--- src/hw/ecc_params.svh ---
`ifndef ECC_PARAMS_SVH
`define ECC_PARAMS_SVH

`define ECC_DATA_W        105
`define ECC_PAR_W         8
`define ECC_WB_AW         8
`define ECC_WB_DW         32

`define ECC_ADDR_DATA0    8'h00
`define ECC_ADDR_DATA1    8'h04
`define ECC_ADDR_DATA2    8'h08
`define ECC_ADDR_DATA3    8'h0C
`define ECC_ADDR_PAR_IN   8'h10
`define ECC_ADDR_CMD      8'h14
`define ECC_ADDR_RES0     8'h20
`define ECC_ADDR_RES1     8'h24
`define ECC_ADDR_RES2     8'h28
`define ECC_ADDR_RES3     8'h2C
`define ECC_ADDR_RES_PAR  8'h30
`define ECC_ADDR_STATUS   8'h34

`define ECC_CMD_OP_BIT    0
`define ECC_STAT_DONE_BIT 0
`define ECC_STAT_SBIT_BIT 1
`define ECC_STAT_DBIT_BIT 2

`endif
--- src/hw/ecc_pkg.sv ---
`include "ecc_params.svh"

package ecc_pkg;

    typedef logic [`ECC_DATA_W-1:0] data_t;
    typedef logic [`ECC_PAR_W-1:0]  parity_t;
    typedef logic [`ECC_PAR_W-1:0]  syndrome_t;

    typedef enum logic {
        OP_ENCODE = 1'b0,  // Data passes, flags low
        OP_CHECK  = 1'b1
    } ecc_op_e;

    typedef enum logic [1:0] {
        SYN_CLEAN  = 2'd0,
        SYN_DATA   = 2'd1,
        SYN_PARITY = 2'd2,  // Error sits in a stored check bit
        SYN_DOUBLE = 2'd3
    } syn_class_e;

    // Hamming position in the low bits, top bit makes the column weight odd
    function automatic syndrome_t data_column(input int unsigned idx);
        int unsigned cnt;
        syndrome_t   col;
        cnt = 0;
        col = '0;
        for (int unsigned p = 3; p < (1 << (`ECC_PAR_W - 1)); p++) begin
            if ((p & (p - 1)) != 0) begin  // Skip powers of two
                if (cnt == idx) begin
                    col[`ECC_PAR_W-2:0] = p[`ECC_PAR_W-2:0];
                end
                cnt++;
            end
        end
        col[`ECC_PAR_W-1] = ~^col[`ECC_PAR_W-2:0];
        return col;
    endfunction

endpackage

--- src/hw/ecc_wb_regs.sv ---
`timescale 1ns/1ps
`include "ecc_params.svh"

module ecc_wb_regs (
    input  logic                      clk,
    input  logic                      rst,
    input  logic                      wb_cyc,
    input  logic                      wb_stb,
    input  logic                      wb_we,
    input  logic [`ECC_WB_AW-1:0]     wb_adr,
    input  logic [`ECC_WB_DW-1:0]     wb_dat_w,
    input  logic [`ECC_WB_DW/8-1:0]   wb_sel,   // Full word writes only
    output logic [`ECC_WB_DW-1:0]     wb_dat_r,
    output logic                      wb_ack,
    output ecc_pkg::data_t            data_in,
    output ecc_pkg::parity_t          par_in,
    output ecc_pkg::ecc_op_e          op,
    output logic                      cmd_start,
    output logic                      clear_done,
    input  ecc_pkg::data_t            res_data,
    input  ecc_pkg::parity_t          res_par,
    input  logic                      sbit,
    input  logic                      dbit,
    input  logic                      done
);

    localparam int HI_W = `ECC_DATA_W - 96;  // Bits held in the top data word

    logic                  req;
    logic                  wr_en;
    logic                  cmd_wr;
    logic [`ECC_WB_DW-1:0] rd_data;

    assign req   = wb_cyc && wb_stb && !wb_ack;
    assign wr_en = req && wb_we;

    always_ff @(posedge clk) begin
        if (rst) begin
            wb_ack     <= 1'b0;
            data_in    <= '0;
            par_in     <= '0;
            op         <= ecc_pkg::OP_ENCODE;
            cmd_wr     <= 1'b0;
            cmd_start  <= 1'b0;
            clear_done <= 1'b0;
        end else begin
            wb_ack     <= req;
            cmd_wr     <= 1'b0;
            cmd_start  <= cmd_wr;  // One cycle behind the ack
            clear_done <= 1'b0;
            if (wr_en) begin
                case (wb_adr)
                    `ECC_ADDR_DATA0: begin
                        data_in[31:0] <= wb_dat_w;
                        clear_done    <= 1'b1;
                    end
                    `ECC_ADDR_DATA1: begin
                        data_in[63:32] <= wb_dat_w;
                        clear_done     <= 1'b1;
                    end
                    `ECC_ADDR_DATA2: begin
                        data_in[95:64] <= wb_dat_w;
                        clear_done     <= 1'b1;
                    end
                    `ECC_ADDR_DATA3: begin
                        data_in[`ECC_DATA_W-1:96] <= wb_dat_w[HI_W-1:0];
                        clear_done                <= 1'b1;
                    end
                    `ECC_ADDR_PAR_IN: begin
                        par_in     <= wb_dat_w[`ECC_PAR_W-1:0];
                        clear_done <= 1'b1;
                    end
                    `ECC_ADDR_CMD: begin
                        op     <= ecc_pkg::ecc_op_e'(wb_dat_w[`ECC_CMD_OP_BIT]);
                        cmd_wr <= 1'b1;
                    end
                    default: ;
                endcase
            end
        end
    end

    always_comb begin
        rd_data = '0;
        case (wb_adr)
            `ECC_ADDR_DATA0:   rd_data = data_in[31:0];
            `ECC_ADDR_DATA1:   rd_data = data_in[63:32];
            `ECC_ADDR_DATA2:   rd_data = data_in[95:64];
            `ECC_ADDR_DATA3:   rd_data[HI_W-1:0] = data_in[`ECC_DATA_W-1:96];
            `ECC_ADDR_PAR_IN:  rd_data[`ECC_PAR_W-1:0] = par_in;
            `ECC_ADDR_CMD:     rd_data[`ECC_CMD_OP_BIT] = op;
            `ECC_ADDR_RES0:    rd_data = res_data[31:0];
            `ECC_ADDR_RES1:    rd_data = res_data[63:32];
            `ECC_ADDR_RES2:    rd_data = res_data[95:64];
            `ECC_ADDR_RES3:    rd_data[HI_W-1:0] = res_data[`ECC_DATA_W-1:96];
            `ECC_ADDR_RES_PAR: rd_data[`ECC_PAR_W-1:0] = res_par;
            `ECC_ADDR_STATUS: begin
                rd_data[`ECC_STAT_DONE_BIT] = done;
                rd_data[`ECC_STAT_SBIT_BIT] = sbit;
                rd_data[`ECC_STAT_DBIT_BIT] = dbit;
            end
            default: rd_data = '0;
        endcase
    end

    // Read data lands together with ack
    always_ff @(posedge clk) begin
        if (rst) begin
            wb_dat_r <= '0;
        end else if (req && !wb_we) begin
            wb_dat_r <= rd_data;
        end
    end

endmodule

--- config.mk ---
export PLATFORM = sky130hd
export DESIGN_NAME = ecc_wb_regs
export DESIGN_NICKNAME = d
export VERILOG_FILES = /design/src/hw/ecc_pkg.sv /design/src/hw/ecc_wb_regs.sv
export VERILOG_INCLUDE_DIRS = /design/src /design/src/hw
export SDC_FILE = /design/constraint.sdc
export NUM_CORES = 1
export LEC_CHECK = 0
export BUFFER_PORTS_ARGS = -buffer_cell sky130_fd_sc_hd__buf_2
export CAP_MARGIN = 20
export CORE_AREA = 5 5 127 129
export DETAILED_ROUTE_END_ITERATION = 16
export DIE_AREA = 0 0 132 134
export PLACE_DENSITY = 0.81
export SYNTH_ARGS = -nofsm -noshare
export SYNTH_HDL_FRONTEND = slang
export SYNTH_SLANG_ARGS = --single-unit
export TNS_END_PERCENT = 100
--- constraint.sdc ---
create_clock -name clk -period 4.1 [get_ports clk]
set_clock_uncertainty 0.1 [all_clocks]
set_input_delay 0.205 -clock clk [delete_from_list [all_inputs] [get_ports clk]]
set_output_delay 0.205 -clock clk [all_outputs]
set_load 0.03 [all_outputs]
==> reports/results.ini <==
[outcome]
status = complete, no violations

[global_route]
grt.total_usage_pct = 31.5
overflow = 0
grt_use_met1_pct = 43.4
grt_use_met2_pct = 48.1
met3_usage_pct = 7.69
grt_max_degree = 60
antenna_found_initial = 0
grt_pass1_vias = 7767
busiest_layer = met2
grt_pass1_wl_microns = 44200

[cts]
tritoncts = yes
cts-htree-levels = 4
clock-sinks = 150
cts_setup_buffers = 0
cts_made_buffers = 17
cts_root_buf = clkbuf_16
path_clk_slew_ns = 0.06
clk_latency_ns = 0.42
cts_buffer_depth = 2

[place]
placed_cells = 1335
pre_cts_ws_ns = 1.07
place.gp.congestion = 0.963
dp_hpwl_microns = 20700
numPortBuffers = 309

[drt]
wl_per_cell_microns = 20.9
num_vias = 8322
antenna_left = 0
first_pass_iters = 6
dr.first_iter.drc_count = 1110
routed_wl_microns = 29300
vias_per_cell = 5.95
remaining_drc_errors = 0

[final_layout]
nFillCells = 1269
syn_to_final_growth_pct = 35.0
stdcell_count = 1398
drive_above_1_share_pct = 32.1
multiInputGateArea_sq_um = 3830
nNetsFinal = 1363
seq_area_sq_um = 3000
antennaDiodeCount = 0
utilization_pct = 65.4

[floorplan]
std_cell_rows = 45
die_w_microns = 132
ioPinCount = 314
dieHeight_microns = 134
design.core.area_sq_um = 14900
start_util_pct = 48.4
die_area_sq_um = 17700

[setup_path]
reg2reg_setup_slack_ns = 1.53
crit_arrival_ns = 2.82
worstRegToRegCells = 5
path_class = reg -> reg
r2r-end = data_in[77]
cp-end-kind = flop
worstPathMaxFanout = 18
crit_required_ns = 4.35
startpoint_type = flop
rr_startpoint = wb_ack

[timing]
setup_slack_ns = 1.53
worst_slew_pin_slew_ns = 0.955
slew-limit-headroom_pct = 36.2
setup_viol_count_final = 0
max_freq_mhz = 389
hold_viol_final = 0
min_period_over_period_pct = 62.7
tns_ns = 0
rsz0062_at_grt = false
finalCriticalPeriod_ns = 2.57
maxSlewViolCount = 0

[yosys]
syn_nets = 1060
ys_types = 49
synthMostInstantiatedCell = nand2_1
yosys_warnings = 0
synth.yosys.seq_area_share_pct = 41.6
ys_top_cells_by_count = 231 x nand2_1, 150 x dfxtp_1, 124 x a21oi_1
netlist_area_sq_um = 7230
yosys.area.top_type = dfxtp_1
avgSynthCellArea_sq_um = 8.07
synth_edf_count = 0
synthFlopType = dfxtp_1
synthTopCellsByArea = dfxtp_1 42%, nand2_1 12%, a21oi_1 8.6%
ys_async_sr_fraction_pct = 0
ys_ff_latch = 150
synth_top_area_share_pct = 41.6
synthCells = 895

[min_path]
hold_end = wb_ack
min-delay-start = wb_stb
hold_depth = 3
hp-class = in -> reg

[power_and_ir_drop]
p_int_uw = 2710
pwr-share-comb_pct = 9.0
power_uw = 3520
ir_drop_mv = 0.267
clkPwrFrac_pct = 49.3
p_per_area_nw_per_um2 = 361
swShare_pct = 23.0
switching_power_uw = 811
p_leak_uw = 0.00418
pwr-share-seq_pct = 41.7

[job]
drv_cap = 0

## critical path: stages, from the launching register on
cell      delay (ns)
dfxtp_1         0.31
nand4b_1        0.59
nor3_4          0.85
buf_4           0.40
nand2_1         0.09
a21oi_1         0.14
## cells by family after synthesis
logic type             Yosys count  share of synthesized area (%)
AOI/OAI and AO/OA              241                           20.1
buffers and inverters           75                           5.58
DFF                            150                           41.6
muxes                           71                           10.7
and+or+nand+nor                358                           22.0
## sequential cells by signal (all words and copies together) (netlist names)
name        count
par_in          8
clear_done      1
data_in       105
wb_ack          1
cmd_wr          1
wb_dat_r       32
op              1
cmd_start       1
## metal layers
metal  vias up  routed length, microns
met4         0                     918
met3        86                    3500
met5         -                       0
met2       631                   13100
li1       3771                       -
met1      3834                   11800
## repair_timing
item | 4_1_cts | 5_1_grt
endpoints found under the hold margin | 101 | 0
endpoints found under the setup margin | 0 | 0
hold buffers | 31 | 0
resized for setup | 0 | 0
## power by group through the flow
stage | logic (uW) | registers, uW | clock network [uW]
finish | 319 | 1470 | 1740
CTS | 311 | 1470 | 1750
global placement | 284 | 1500 | 0
global route | 338 | 1470 | 1810
floorplan | 135 | 1510 | 0
detailed placement | 286 | 1500 | 0
## how the worst max path moves through the flow
stage	startpoint	end	slack, ns	cells past startpoint
floorplan	wb_ack	par_in[0]	2.14	6
global placement	wb_adr[1]	data_in[18]	1.15	6
detailed placement	wb_adr[1]	data_in[27]	1.07	6
CTS	wb_adr[1]	data_in[22]	1.51	6
global route	wb_ack	data_in[102]	1.45	5
finish	wb_ack	data_in[77]	1.53	5
## layout make-up
class | count | share of cell area [%]
Multi-Input combinational cell | 670 | 39.3
Sequential cell | 150 | 30.8
Timing Repair Buffer | 359 | 20.8
Clock buffer | 21 | 4.72
Tap cell | 188 | 2.41
Clock inverter | 10 | 1.98
## layout by cell type (no fill, tap or decap), types with 3 or more instances in the layout
cell and count:
o22ai_1 28, o21ai_0 9, buf_2 308, nor3_1 21, buf_4 18, dfxtp_1 150, dlygate4sd3_1 31, a21oi_1 124
a31oi_1 5, mux2_2 12, nor2_1 56, bufinv_16 5, a22oi_1 41, mux2i_1 55, o21ai_1 5, a22o_1 6
nand3_1 14, a311oi_1 4, clkbuf_16 17, a32oi_1 5, a211oi_1 3, nor3_4 4, nor2b_1 6, mux4_2 4
and2_1 3, nand4_1 4, nand2_1 231
## stage by stage
step | instance area (sq um) | hold WS (ns)
6_report | 9750 | 0.0189
5_1_grt | 9750 | 0.0198
4_1_cts | 9750 | 0.00150
3_5_place_dp | 8780 | 0.343
3_3_place_gp | 8780 | 0.319
2_1_floorplan | 7230 | 0.241
No activity file was read; power rests on OpenSTA's default activity.
