[src/hw/ecc_params.svh]
`ifndef ECC_PARAMS_SVH
`define ECC_PARAMS_SVH

`define ECC_DATA_W        105
`define ECC_PAR_W         8
`define ECC_WB_AW         8
`define ECC_WB_DW         32

`define ECC_ADDR_DATA0    8'h00
`define ECC_ADDR_DATA1    8'h04
`define ECC_ADDR_DATA2    8'h08
`define ECC_ADDR_DATA3    8'h0C
`define ECC_ADDR_PAR_IN   8'h10
`define ECC_ADDR_CMD      8'h14
`define ECC_ADDR_RES0     8'h20
`define ECC_ADDR_RES1     8'h24
`define ECC_ADDR_RES2     8'h28
`define ECC_ADDR_RES3     8'h2C
`define ECC_ADDR_RES_PAR  8'h30
`define ECC_ADDR_STATUS   8'h34

`define ECC_CMD_OP_BIT    0
`define ECC_STAT_DONE_BIT 0
`define ECC_STAT_SBIT_BIT 1
`define ECC_STAT_DBIT_BIT 2

`endif
[src/hw/ecc_pkg.sv]
`include "ecc_params.svh"

package ecc_pkg;

    typedef logic [`ECC_DATA_W-1:0] data_t;
    typedef logic [`ECC_PAR_W-1:0]  parity_t;
    typedef logic [`ECC_PAR_W-1:0]  syndrome_t;

    typedef enum logic {
        OP_ENCODE = 1'b0,  // Data passes, flags low
        OP_CHECK  = 1'b1
    } ecc_op_e;

    typedef enum logic [1:0] {
        SYN_CLEAN  = 2'd0,
        SYN_DATA   = 2'd1,
        SYN_PARITY = 2'd2,  // Error sits in a stored check bit
        SYN_DOUBLE = 2'd3
    } syn_class_e;

    // Hamming position in the low bits, top bit makes the column weight odd
    function automatic syndrome_t data_column(input int unsigned idx);
        int unsigned cnt;
        syndrome_t   col;
        cnt = 0;
        col = '0;
        for (int unsigned p = 3; p < (1 << (`ECC_PAR_W - 1)); p++) begin
            if ((p & (p - 1)) != 0) begin  // Skip powers of two
                if (cnt == idx) begin
                    col[`ECC_PAR_W-2:0] = p[`ECC_PAR_W-2:0];
                end
                cnt++;
            end
        end
        col[`ECC_PAR_W-1] = ~^col[`ECC_PAR_W-2:0];
        return col;
    endfunction

endpackage

[src/hw/ecc_result_stage.sv]
`timescale 1ns/1ps

module ecc_result_stage (
    input  logic             clk,
    input  logic             rst,
    input  logic             cmd_start,
    input  logic             clear_done,
    input  ecc_pkg::data_t   data_corr,
    input  ecc_pkg::parity_t par_gen,
    input  logic             sbit_in,
    input  logic             dbit_in,
    output ecc_pkg::data_t   res_data,
    output ecc_pkg::parity_t res_par,
    output logic             sbit,
    output logic             dbit,
    output logic             done
);

    // Result of the last command, held until the next one
    always_ff @(posedge clk) begin
        if (rst) begin
            res_data <= '0;
            res_par  <= '0;
            sbit     <= 1'b0;
            dbit     <= 1'b0;
        end else if (cmd_start) begin
            res_data <= data_corr;
            res_par  <= par_gen;
            sbit     <= sbit_in;
            dbit     <= dbit_in;
        end
    end

    always_ff @(posedge clk) begin
        if (rst) begin
            done <= 1'b0;
        end else if (cmd_start) begin
            done <= 1'b1;
        end else if (clear_done) begin
            done <= 1'b0;  // New input pending
        end
    end

endmodule

[config.mk]
export PLATFORM = sky130hd
export DESIGN_NAME = ecc_result_stage
export DESIGN_NICKNAME = d
export VERILOG_FILES = /design/src/hw/ecc_pkg.sv /design/src/hw/ecc_result_stage.sv
export VERILOG_INCLUDE_DIRS = /design/src /design/src/hw
export SDC_FILE = /design/constraint.sdc
export NUM_CORES = 1
export LEC_CHECK = 0
export BUFFER_PORTS_ARGS = -buffer_cell sky130_fd_sc_hd__buf_2
export CORE_MARGIN = 4
export CORE_UTILIZATION = 35
export DETAILED_ROUTE_END_ITERATION = 8
export PLACE_DENSITY = 0.66
export SYNTH_ARGS = -nofsm -noshare
export SYNTH_HDL_FRONTEND = slang
export SYNTH_SLANG_ARGS = --single-unit
[constraint.sdc]
create_clock -name clk -period 1.25 [get_ports clk]
set_input_delay 0 -clock clk [delete_from_list [all_inputs] [get_ports clk]]
set_output_delay 0 -clock clk [all_outputs]
set_load 0.1 [all_outputs]
==> summary by stage, run 1 <==
CTS
The buffer count from post-CTS setup fixing is 0. In this run the clock root is driven by a clkbuf_16. The clock insertion delay at the later pin of the skew report is roughly 0.4 ns.

The H-tree level count is 4. The tree built by TritonCTS fans out to 116 sinks. TritonCTS built the clock tree. The number of buffers between clock root and the deepest sink is 2. The register clock-pin slew on the reported worst setup and hold paths is 0.05 ns. TritonCTS created 17 clock buffers.

Setup path
Together, buffers and inverters on the worst path number 1. Data arrives at the worst endpoint at about 1.2 ns. The startpoint identified for the worst register-to-register timing path is res_data[6]. Of all nets on the critical path, the largest fanout is 2. The largest incremental delay on the critical path is around 0.45 ns. The worst setup path is captured at an output port. The worst setup path is of the flip-flop to output port kind. The worst setup path is launched from a flip-flop. For the worst setup path, the data required time is 1.25 ns. Walking the worst path, the cells encountered are buf_2.

Among all stages on the critical path, the largest delay is contributed by buf_2. The kind of cell with the highest combined delay along the critical path is buffers and inverters. The launching instance or port of the critical path is res_data[61].

STA
The final sum of negative setup slack is 0 ns. For the final database, setup skew stands at 0 ns. The maximum operating frequency is 0.832 GHz. The total setup violations reported at the end of the flow is 0. The transition time of the tightest slew-check pin is between 0.5 and 0.6 ns. Setup repair after global routing left no endpoint under its margin. The shortest period the worst path allows is between 1 and 1.5 ns. The number of endpoints with negative hold slack in the final report is 0.

The final number of max-transition violations is 0. Of the available clock period, the critical path in the final layout requires 0.961. The relative slew slack is 0.658. The worst hold slack after final layout is approximately 0.02 ns.

Final layout
The number of inserted filler cells in the final layout is between 800 and 900. After routing the design area is about 0.0072 sq mm. Across the whole layout, storage elements account for 0.00232 sq mm. The area added between synthesis and finish is 76.7%. The final net count is 850. The multi-input combinational cells in the finished layout cover a total of 0.00159 sq mm. Of the cells placed in the final design, the portion with a size suffix greater than 1 is 0.362.

Die
The horizontal extent of the die is ~120 um. The area of the placeable core is between 0.01 and 0.015 sq mm. Measured along the y axis, the die boundary spans 116 um.

For this configuration, the core starts out at a cell density of 0.358. The row count is 39. The overall die area is around 0.013 sq mm.

The top-level I/O count is about 240.

Logic synthesis
The cell type with the highest aggregate area in the netlist is dfxtp_1. The mean post-synth cell area is about 11 sq um. The share of the Yosys chip area taken by registers is 0.568. By area the synthesized netlist is led by dfxtp_1 (57%), mux2i_1 (28%), nor2_1 (11%). The total of warnings raised by yosys is 0. The proportion of register bits with asynchronous set or reset after synthesis is 0. Synthesis produced a netlist whose cell count is 375.

The most repeated cell in the gate-level netlist after synthesis is dfxtp_1. The synthesized design contains 0 enable-type register cells. The distinct cell type count of the synthesized netlist is 11. The commonest cells after synthesis are dfxtp_1 (116), mux2i_1 (115), nor2_1 (115).

The dominant synthesized flop cell is dfxtp_1. The number of nets in the synthesized netlist is roughly 490. In this run, synthesis produced a sequential element count of ~120.

The combined area of all synthesized cells is between 0.004 and 0.005 sq mm. Of the post-synthesis cell area, the dominant cell type holds 0.568.

Routing
The overall routed net length is roughly 13 mm. Once detail routing completed, the nets flagged for antenna violations numbered 0. After detailed routing, the number of remaining DRC violations is 0. The number of search-and-repair iterations in the first detailed-routing pass is 5. The first routing iteration left 139 violations. After detailed routing, the average wire length per cell comes to ~15 um. The total number of vias is about 4000. In the routed layout, each cell is associated on average with a via count of about 4.6.

Power and ir drop
For this design the ratio of total power to cell area is ~1600 mW/mm^2. After layout, the design draws a total of between 0.01 and 0.015 W. IR analysis of the VDD net gives a maximum drop of 1.09 mV. Summed over all cells, the static leakage comes to about 3.8 nW.

Placement
At the end of routability-driven placement, the weighted congestion stood at ~0.73. Detailed placement finished with a half-perimeter wire length of about 7.6 mm. The cell area reported after detailed placement is ~0.0054 sq mm.

During placement, the flow inserted port buffers numbering 234.

Outcome
The run finished with clean final reports.

Global route
The global-route usage over all layers is 0.193. The number of antenna violations at the first check in global routing came to 0. Summed over all layers, the global routing overflow is 0. The global-route wire length before repair is 20.3 mm. The number of global-route vias before repair is 4241.

The maximum number of pins on one net before global-route repair is ~60.

Run
The tool flagged a number of max-cap violations equal to 0.

Worst hold path
The path category of the worst min-delay check is input port to flip-flop. The startpoint of the worst hold path is cmd_start.
==> worst paths after layout <==
kind              slack (ns)  depth (start not counted)           end
setup / recovery        0.05                          1  res_data[61]
setup reg to reg        0.07                          3   res_data[6]
hold / removal          0.02                          3   res_data[7]
hold reg to reg         0.48                          2          done
==> cell usage in the layout, fill, tap and decap left out <==
cell and count:
a21oi_1 1, buf_12 4, buf_2 226, buf_4 4, buf_6 1, bufinv_16 4
clkbuf_1 4, clkbuf_16 17, clkbuf_4 6, clkbuf_8 1, clkinv_2 4, clkinvlp_4 2
dfxtp_1 116, diode_2 1, dlygate4sd3_1 122, inv_1 1, mux2i_1 115, nand2b_1 1
nor2_1 115
==> sequential cells by signal, summed over array words and instances (netlist names) <==
name,cells
dbit,1
sbit,1
res_par,8
res_data,105
done,1
==> power by group <==
| group | internal, W | switching, W |
|---|---|---|
| logic | 0.000781 | 0.00211 |
| registers | 0.00393 | 0.000119 |
| clock network | 0.00337 | 0.00162 |
==> kinds of logic (layout without fill, tap and decap cells) <==
family | count (synthesis) | in the layout | share of synthesized area
compound gates | 1 | 1 | 0.00122
mux | 115 | 115 | 0.281
buf+inv | 27 | 396 | 0.0428
simple gates | 116 | 116 | 0.107
other cells | 0 | 1 | 0
flops | 116 | 116 | 0.568
==> per-stage QoR <==
step,util,worst slack (ns),instances
after detailed placement,0.471,0.279,733
after global placement,0.471,0.329,733
final,0.633,0.0485,888
after floorplan,-,0.00543,375
after global routing,0.633,0.000202,887
after CTS,0.632,0.0357,888
==> routing by layer <==
metal	up-vias	share of wire	GRT usage
met4	0	0.024	0.0944
met5	-	0	0
met3	27	0.10	0.0845
met2	203	0.49	0.337
li1	1953	-	-
met1	1859	0.38	0.197
==> layout make-up <==
type                            count  share of cell area
Tap cell                          143              0.0247
Antenna cell                        1            0.000346
Multi-Input combinational cell    232               0.220
Clock buffer                       22              0.0628
Timing Repair Buffer              363               0.348
Sequential cell                   116               0.321
Inverter                            1            0.000519
Clock inverter                     10              0.0215
==> timing repair <==
action,in CTS,in global routing
hold buffers,123,0
gates resized for setup,0,6
endpoints found under the hold margin,116,0
setup endpoints to repair,0,7
No activity file was read; power rests on OpenSTA's default activity.
==> inputs of run 2 (changes only) <==
- CORE_ASPECT_RATIO: not set -> 0.5
==> summary by stage, run 2 (same netlist as run 1, synthesis figures left out) <==
Global route
The maximum number of pins on one net before global-route repair is 35. The overflow left after global routing is 0. The number of antenna violations at the first check in global routing was 0. The number of global-route vias before repair was around 4400. The global-route usage over all layers is 0.194.

The first global-routing pass estimated roughly 21 mm of wire.

Routing
The total number of vias is roughly 4000. The top routing layer in use is met4. After detailed routing, the wire length on met1 is approximately 4.8 mm. The wire length per cell is approximately 14 um. The routed design uses around 490 um of met3 wire.

The detailed-route vias per instance is approximately 4.4. For this block, the routed nets add up to 13.3 mm of wire. The detailed route wirelength on metal2 is about 7.4 mm. In the routed design, unresolved DRC markers number 0. The number of search-and-repair iterations in the first detailed-routing pass is 4. For this block, the initial DRC count from the detailed router was between 150 and 200. The count of antenna-violating nets left after detailed routing is 0.

Final layout
The register name with the most flops is res_data. The fraction of layout instances using a drive strength above 1 is 0.354. The library cells used most frequently in the layout, excluding fill and tap cells, are buf_2 (232), dlygate4sd3_1 (132), dfxtp_1 (116). The final net count is roughly 860.

The number of antenna diodes is 0. The summed area of non-filler cells in the final layout is about 0.0073 sq mm. From synthesis to final layout, the design area changed by 78.8%. The largest registers in the layout are res_data (105), res_par (8).

The number of flip-flops under the largest register name is 105. The most common cell after layout, fill and taps aside is buf_2.

Placement
The minimum setup slack after placement is 0.350 ns. The routability congestion estimate is approximately 0.74. The half-perimeter wire length of the detailed placement result is about 8 mm. The cell area reported after detailed placement is 0.00546 sq mm. The port buffer count is 234.

STA
For the pin with the worst max-slew slack, the measured transition is around 0.52 ns. For the final routed database, the setup TNS stands at 0 ns. The number of endpoints with negative hold slack in the final report was 0. The final number of max-transition violations came to 0. After layout, the worst setup slack is 0.0540 ns. After layout, the minimum clock period comes to approximately 1.2 ns. Setup violations remaining at the end of the flow were counted as 0. Of the available clock period, the critical path in the final layout requires 0.957. The clock tree skew after final layout is 0 ns. Setup repair after global routing left no endpoint under its margin.

Hold timing on the final database bottoms out at a slack of 0.0147 ns. The relative slew slack is 0.659. The maximum operating frequency is ~0.84 GHz.

CTS
The TritonCTS clock tree is built. The clock insertion delay at the later pin of the skew report is about 0.40 ns. After clock tree synthesis, the clock-pin slew on the worst setup and hold paths is roughly 0.05 ns. The buffer count from post-CTS setup fixing is 0. The clock passes through at most 2 buffers. Counting the buffers created by CTS gives 17. The tree is rooted in a clkbuf_16. Clock tree synthesis found a total of 116 sinks. The H-tree was split into 4 levels.

Setup path
In this run the worst setup path terminates at res_data[2]. Data on the critical path is required at its endpoint by approximately 1.5 ns. Walking the worst path, the cells encountered are mux2i_1, nor2_1, dlygate4sd3_1. The maximum fanout along the worst path is 2. The worst register-to-register path has a depth of 3.

STA puts the critical path data arrival time at between 1 and 1.5 ns. The largest incremental delay on the critical path is 0.58 ns. The kind of end point of the critical path is a flip-flop. The worst register-to-register path begins at res_data[2]. The category of the critical setup timing path is flip-flop to flip-flop. Among all stages on the critical path, the largest delay is contributed by dlygate4sd3_1. The worst register-to-register path ends at res_data[2].

STA classifies the critical path startpoint as a flip-flop. The launching instance or port of the critical path is res_data[2]. The worst setup slack for register-to-register paths is 0.05 ns.

Outcome
The flow ran to the end, and the final reports show no timing, DRC or antenna violations.

Power and ir drop
The design internal power is approximately 0.0076 W. In this run the power density over the cells is 1550 mW/mm^2. The largest vdd supply drop is between 1 and 1.5 mV.

The share of total power dissipated in sequential elements is 0.355. The total leakage power is between 3 and 4 nW. Of the total power, the share spent switching nets is 0.334. The share of total power dissipated in the clock network is 0.387. Of the total power, combinational logic draws 0.258. The design draws ~0.011 W. The net switching power is roughly 0.0038 W.

Die
The top-level I/O count is roughly 240. The die is ~160 um wide. For this configuration, the core starts out at a cell density of 0.365. The die is 84.5 um tall.

The overall die area is between 0.01 and 0.015 sq mm. The area of the placeable core is 0.0112 sq mm. The row count is 27.

Run
The number of maximum-capacitance violations is 0.

Worst hold path
The path class of the tightest hold or removal check is input port to flip-flop.
-- run 2: changes by cell type in the layout (fill, tap and decap cells not counted) --
cell | before | now
dlygate4sd3_1 | 122 | 132
buf_2 | 226 | 232
clkbuf_4 | 6 | 0
clkbuf_1 | 4 | 8
buf_12 | 4 | 7
bufinv_16 | 4 | 1
clkinvlp_4 | 2 | 0
clkbuf_8 | 1 | 2
diode_2 | 1 | 0
-- run 2: layer usage --
layer / vias up / global-route usage
met1: 1873 / 0.190
met2: 124 / 0.380
met5: - / 0
met4: 0 / 0.115
met3: 50 / 0.0422
li1: 1986 / -
-- run 2: final cells by class --
cell class	instances	area (sq um)
repair buffers	376	2660
fillers	841	3900
flip-flops and latches	116	2320
clock inverters	5	50.0
clock buffers	27	483
inverters	1	3.75
well taps	159	199
multi-input cells	232	1590
-- run 2: worst min-delay path by stage --
stage                  startpoint           end  slack [ns]  cells past startpoint
floorplan                 dbit_in          dbit        0.15                      2
global placement    data_corr[29]  res_data[29]        0.23                      3
detailed placement  data_corr[77]  res_data[77]        0.24                      3
CTS                           rst    res_par[7]     0.00002                      2
global route            cmd_start  res_data[58]        0.02                      3
finish                  cmd_start  res_data[19]        0.01                      3
-- run 2: stage by stage --
step | utilization | instances
2_1_floorplan | - | 375
3_3_place_gp | 0.487 | 752
3_5_place_dp | 0.487 | 752
4_1_cts | 0.653 | 917
5_1_grt | 0.652 | 916
6_report | 0.652 | 916
-- run 2: critical path, delay by kind of cell, from the launching register on --
| family | cells | cell delay (ns) |
|---|---|---|
| buf+inv | 1 | 0.58 |
| flops | 1 | 0.31 |
| mux | 1 | 0.13 |
| simple gates | 1 | 0.06 |
-- run 2: repair_timing --
action	4_1_cts	5_1_grt
hold buffers	133	0
endpoints found under the hold margin	116	0
resized for setup	0	0
setup endpoints to repair	0	1
-- run 2: power by group through the flow --
stage | logic [W] | registers, W | clock network (W)
floorplan | 0.000466 | 0.00569 | 0
global placement | 0.00256 | 0.00409 | 0
detailed placement | 0.00258 | 0.00410 | 0
CTS | 0.00291 | 0.00403 | 0.00451
global route | 0.00304 | 0.00406 | 0.00473
finish | 0.00293 | 0.00403 | 0.00440
==> inputs of run 3 (changes only) <==
- REMOVE_ABC_BUFFERS: not set -> 1
==> summary by stage, run 3 (same netlist as run 1, synthesis figures left out) <==
Setup path
The worst setup slack for register-to-register paths is 0.07 ns. On the worst path, the slowest cell contributes a delay of around 0.44 ns. In this run the number of cells on the critical path is 1.

For this design, the slowest cell found on the critical path is buf_2. The category of the critical setup timing path is flip-flop to output port. The critical path data required time is around 1.3 ns. The worst register-to-register path ends at res_par[2]. The critical path buffer and inverter count is 1. The signal on the critical path passes through buf_2. The reg-to-reg startpoint is res_par[2]. The maximum fanout along the worst path is 2.

The category of the worst setup path launch point is a flip-flop. On the critical path the largest part of the delay comes from buffers and inverters. STA puts the critical path data arrival time at roughly 1.2 ns. The length in cells of the worst reg-to-reg path is 3. STA classifies the critical path endpoint as an output port.

Routing
The total number of vias is 4053. The wire length per cell is approximately 15 um. Once detail routing completed, the nets flagged for antenna violations numbered 0. The DRC marker count from the first detailed-route iteration is about 110.

Dividing the detail-routed via count by the number of cells gives about 4.4. The first detailed-routing pass took 4 iterations. The overall routed net length is between 10 and 15 mm. The total DRC errors in the routed layout is 0.

Outcome
The flow ran to the end, but the final reports show violations. The final reports fail on negative hold slack.

STA
The clock tree skew after final layout is 0 ns. The relative slew slack is 0.656. Derived from the worst setup path, the maximum achievable clock frequency is around 0.83 GHz. The final number of max-transition violations is 0.

The number of endpoints with negative hold slack in the final report is 1. Setup slack on the critical path of the routed design comes to approximately 0.052 ns. In the finished design, the share of the clock period the worst path needs comes to 0.958. At the pin with the least slew margin, the transition time is 0.519 ns. The total setup violations reported at the end of the flow is 0. The routed design could run at a clock period as short as roughly 1.2 ns. Setup total negative slack on the finished layout was measured at 0 ns. Final hold analysis gives a worst-case slack of -0.0203 ns. Setup repair after global routing left no endpoint under its margin.

Placement
The port buffer count is around 230. The routability congestion estimate is 0.776. The minimum setup slack after placement is 0.338 ns. The HPWL after detailed placement is a little over 8 mm.

Final layout
The largest registers in the layout are res_data (105), res_par (8). The library cell used most frequently in the layout, excluding fill and tap cells, is buf_2. The number of flip-flops under the largest register name is 105.

The area added between synthesis and finish is 80.8%. The library cells used most frequently in the layout, excluding fill and tap cells, are buf_2 (231), dlygate4sd3_1 (141), dfxtp_1 (116). The fraction of layout instances using a drive strength above 1 is 0.354. The register name with the most flops is res_data. The final net count is a little under 900.

Die
The initial utilization of the core area, before any placement, comes to 0.365. The floorplan has 27 rows. The die boundary height is between 80 and 90 um.

The die is around 160 um wide. The overall die area is roughly 0.014 sq mm. 235 I/O pins were placed. The core region is 0.0112 sq mm.

CTS
The clock root buffer is clkbuf_16. After clock tree synthesis, the clock-pin slew on the worst setup and hold paths is around 0.050 ns. The total number of clock tree sinks is approximately 120. The number of buffers between clock root and the deepest sink is 2.

At the later pin of the worst-skew pair, clock insertion delay measures just under 0.4 ns. The H-tree level count is 4. The total CTS buffers is 17. TritonCTS built the clock tree.

Global route
Entering global routing, the biggest net connects 38 pins. The global-route wire length before repair is between 20 and 25 mm. The number of antenna violations at the first check in global routing was 1. The number of global-route vias before repair is ~4400.

The overflow left after global routing is 0. The global-route usage over all layers is 0.199.

Run
The tool flagged a number of max-cap violations equal to 0.

Power and ir drop
VDD sags by at most roughly 0.86 mV. For this design the ratio of total power to cell area is 1570 mW/mm^2. The total leakage power is ~3.9 nW.

Worst hold path
The min-delay analysis places its worst path in the category input port to flip-flop. In this run the most critical hold path is launched from rst. The end of the worst hold path is res_data[18]. The worst hold path depth is 2.
-- run 3: changes by cell type in the layout (fill, tap and decap cells not counted) --
cell | previous run | this run
clkinv_2 | 4 | 3
clkbuf_8 | 2 | 6
buf_2 | 232 | 231
clkbuf_1 | 8 | 3
clkbuf_4 | 0 | 1
buf_4 | 4 | 6
dlygate4sd3_1 | 132 | 141
buf_12 | 7 | 4
diode_2 | 0 | 1
-- run 3: what timing repair did --
item | in CTS | in global routing
setup endpoints to repair | 0 | 5
resized for setup | 0 | 1
hold endpoints to repair | 116 | 0
hold buffers | 145 | 0
buffers inserted | 0 | 0
-- run 3: cell type report --
class,instances,area (sq um)
Clock buffer,26,519
Sequential cell,116,2320
Clock inverter,4,45.0
Inverter,1,3.75
Timing Repair Buffer,384,2710
Multi-Input combinational cell,232,1590
Tap cell,159,199
Fill cell,855,3820
Antenna cell,1,2.50
-- run 3: per-layer routing --
metal,share of wire,vias up,track usage,wire (um)
met3,0.027,46,0.0383,366
met2,0.57,100,0.395,7770
met1,0.36,1913,0.189,4870
li1,-,1994,-,-
met5,0,-,0,0
met4,0.048,0,0.128,653
-- run 3: worst max path at each step --
stage | start | to | slack, ns
3_5_place_dp | cmd_start | res_data[80] | 0.34
2_1_floorplan | done | done | 0.005
6_report | res_data[60] | res_data[60] | 0.05
3_3_place_gp | cmd_start | res_data[90] | 0.38
4_1_cts | res_data[63] | res_data[63] | 0.05
5_1_grt | res_data[4] | res_data[4] | 0.004
-- run 3: worst reg2reg max path, cell delays in order, from the launching register on --
cell and delay [ns]:
dfxtp_1 0.31, mux2i_1 0.13, nor2_1 0.06, dlygate4sd3_1 0.57
-- run 3: report_power, final --
part           total (W)  internal, W  switching (W)
Clock            0.00461      0.00302        0.00159
Sequential       0.00403      0.00393       0.000106
Combinational    0.00295     0.000823        0.00212
-- run 3: per-stage QoR --
stage / hold WS (ns) / util / total power (W) / instance area [sq um] / std cells
after floorplan: 0.0691 / - / 0.00601 / 3920 / 349
after global routing: 0.0648 / 0.660 / 0.0120 / 7400 / 923
after global placement: 0.229 / 0.483 / 0.00664 / 5420 / 751
after detailed placement: 0.242 / 0.483 / 0.00666 / 5420 / 751
final: -0.0203 / 0.660 / 0.0116 / 7400 / 923
after CTS: 0.119 / 0.663 / 0.0117 / 7430 / 926
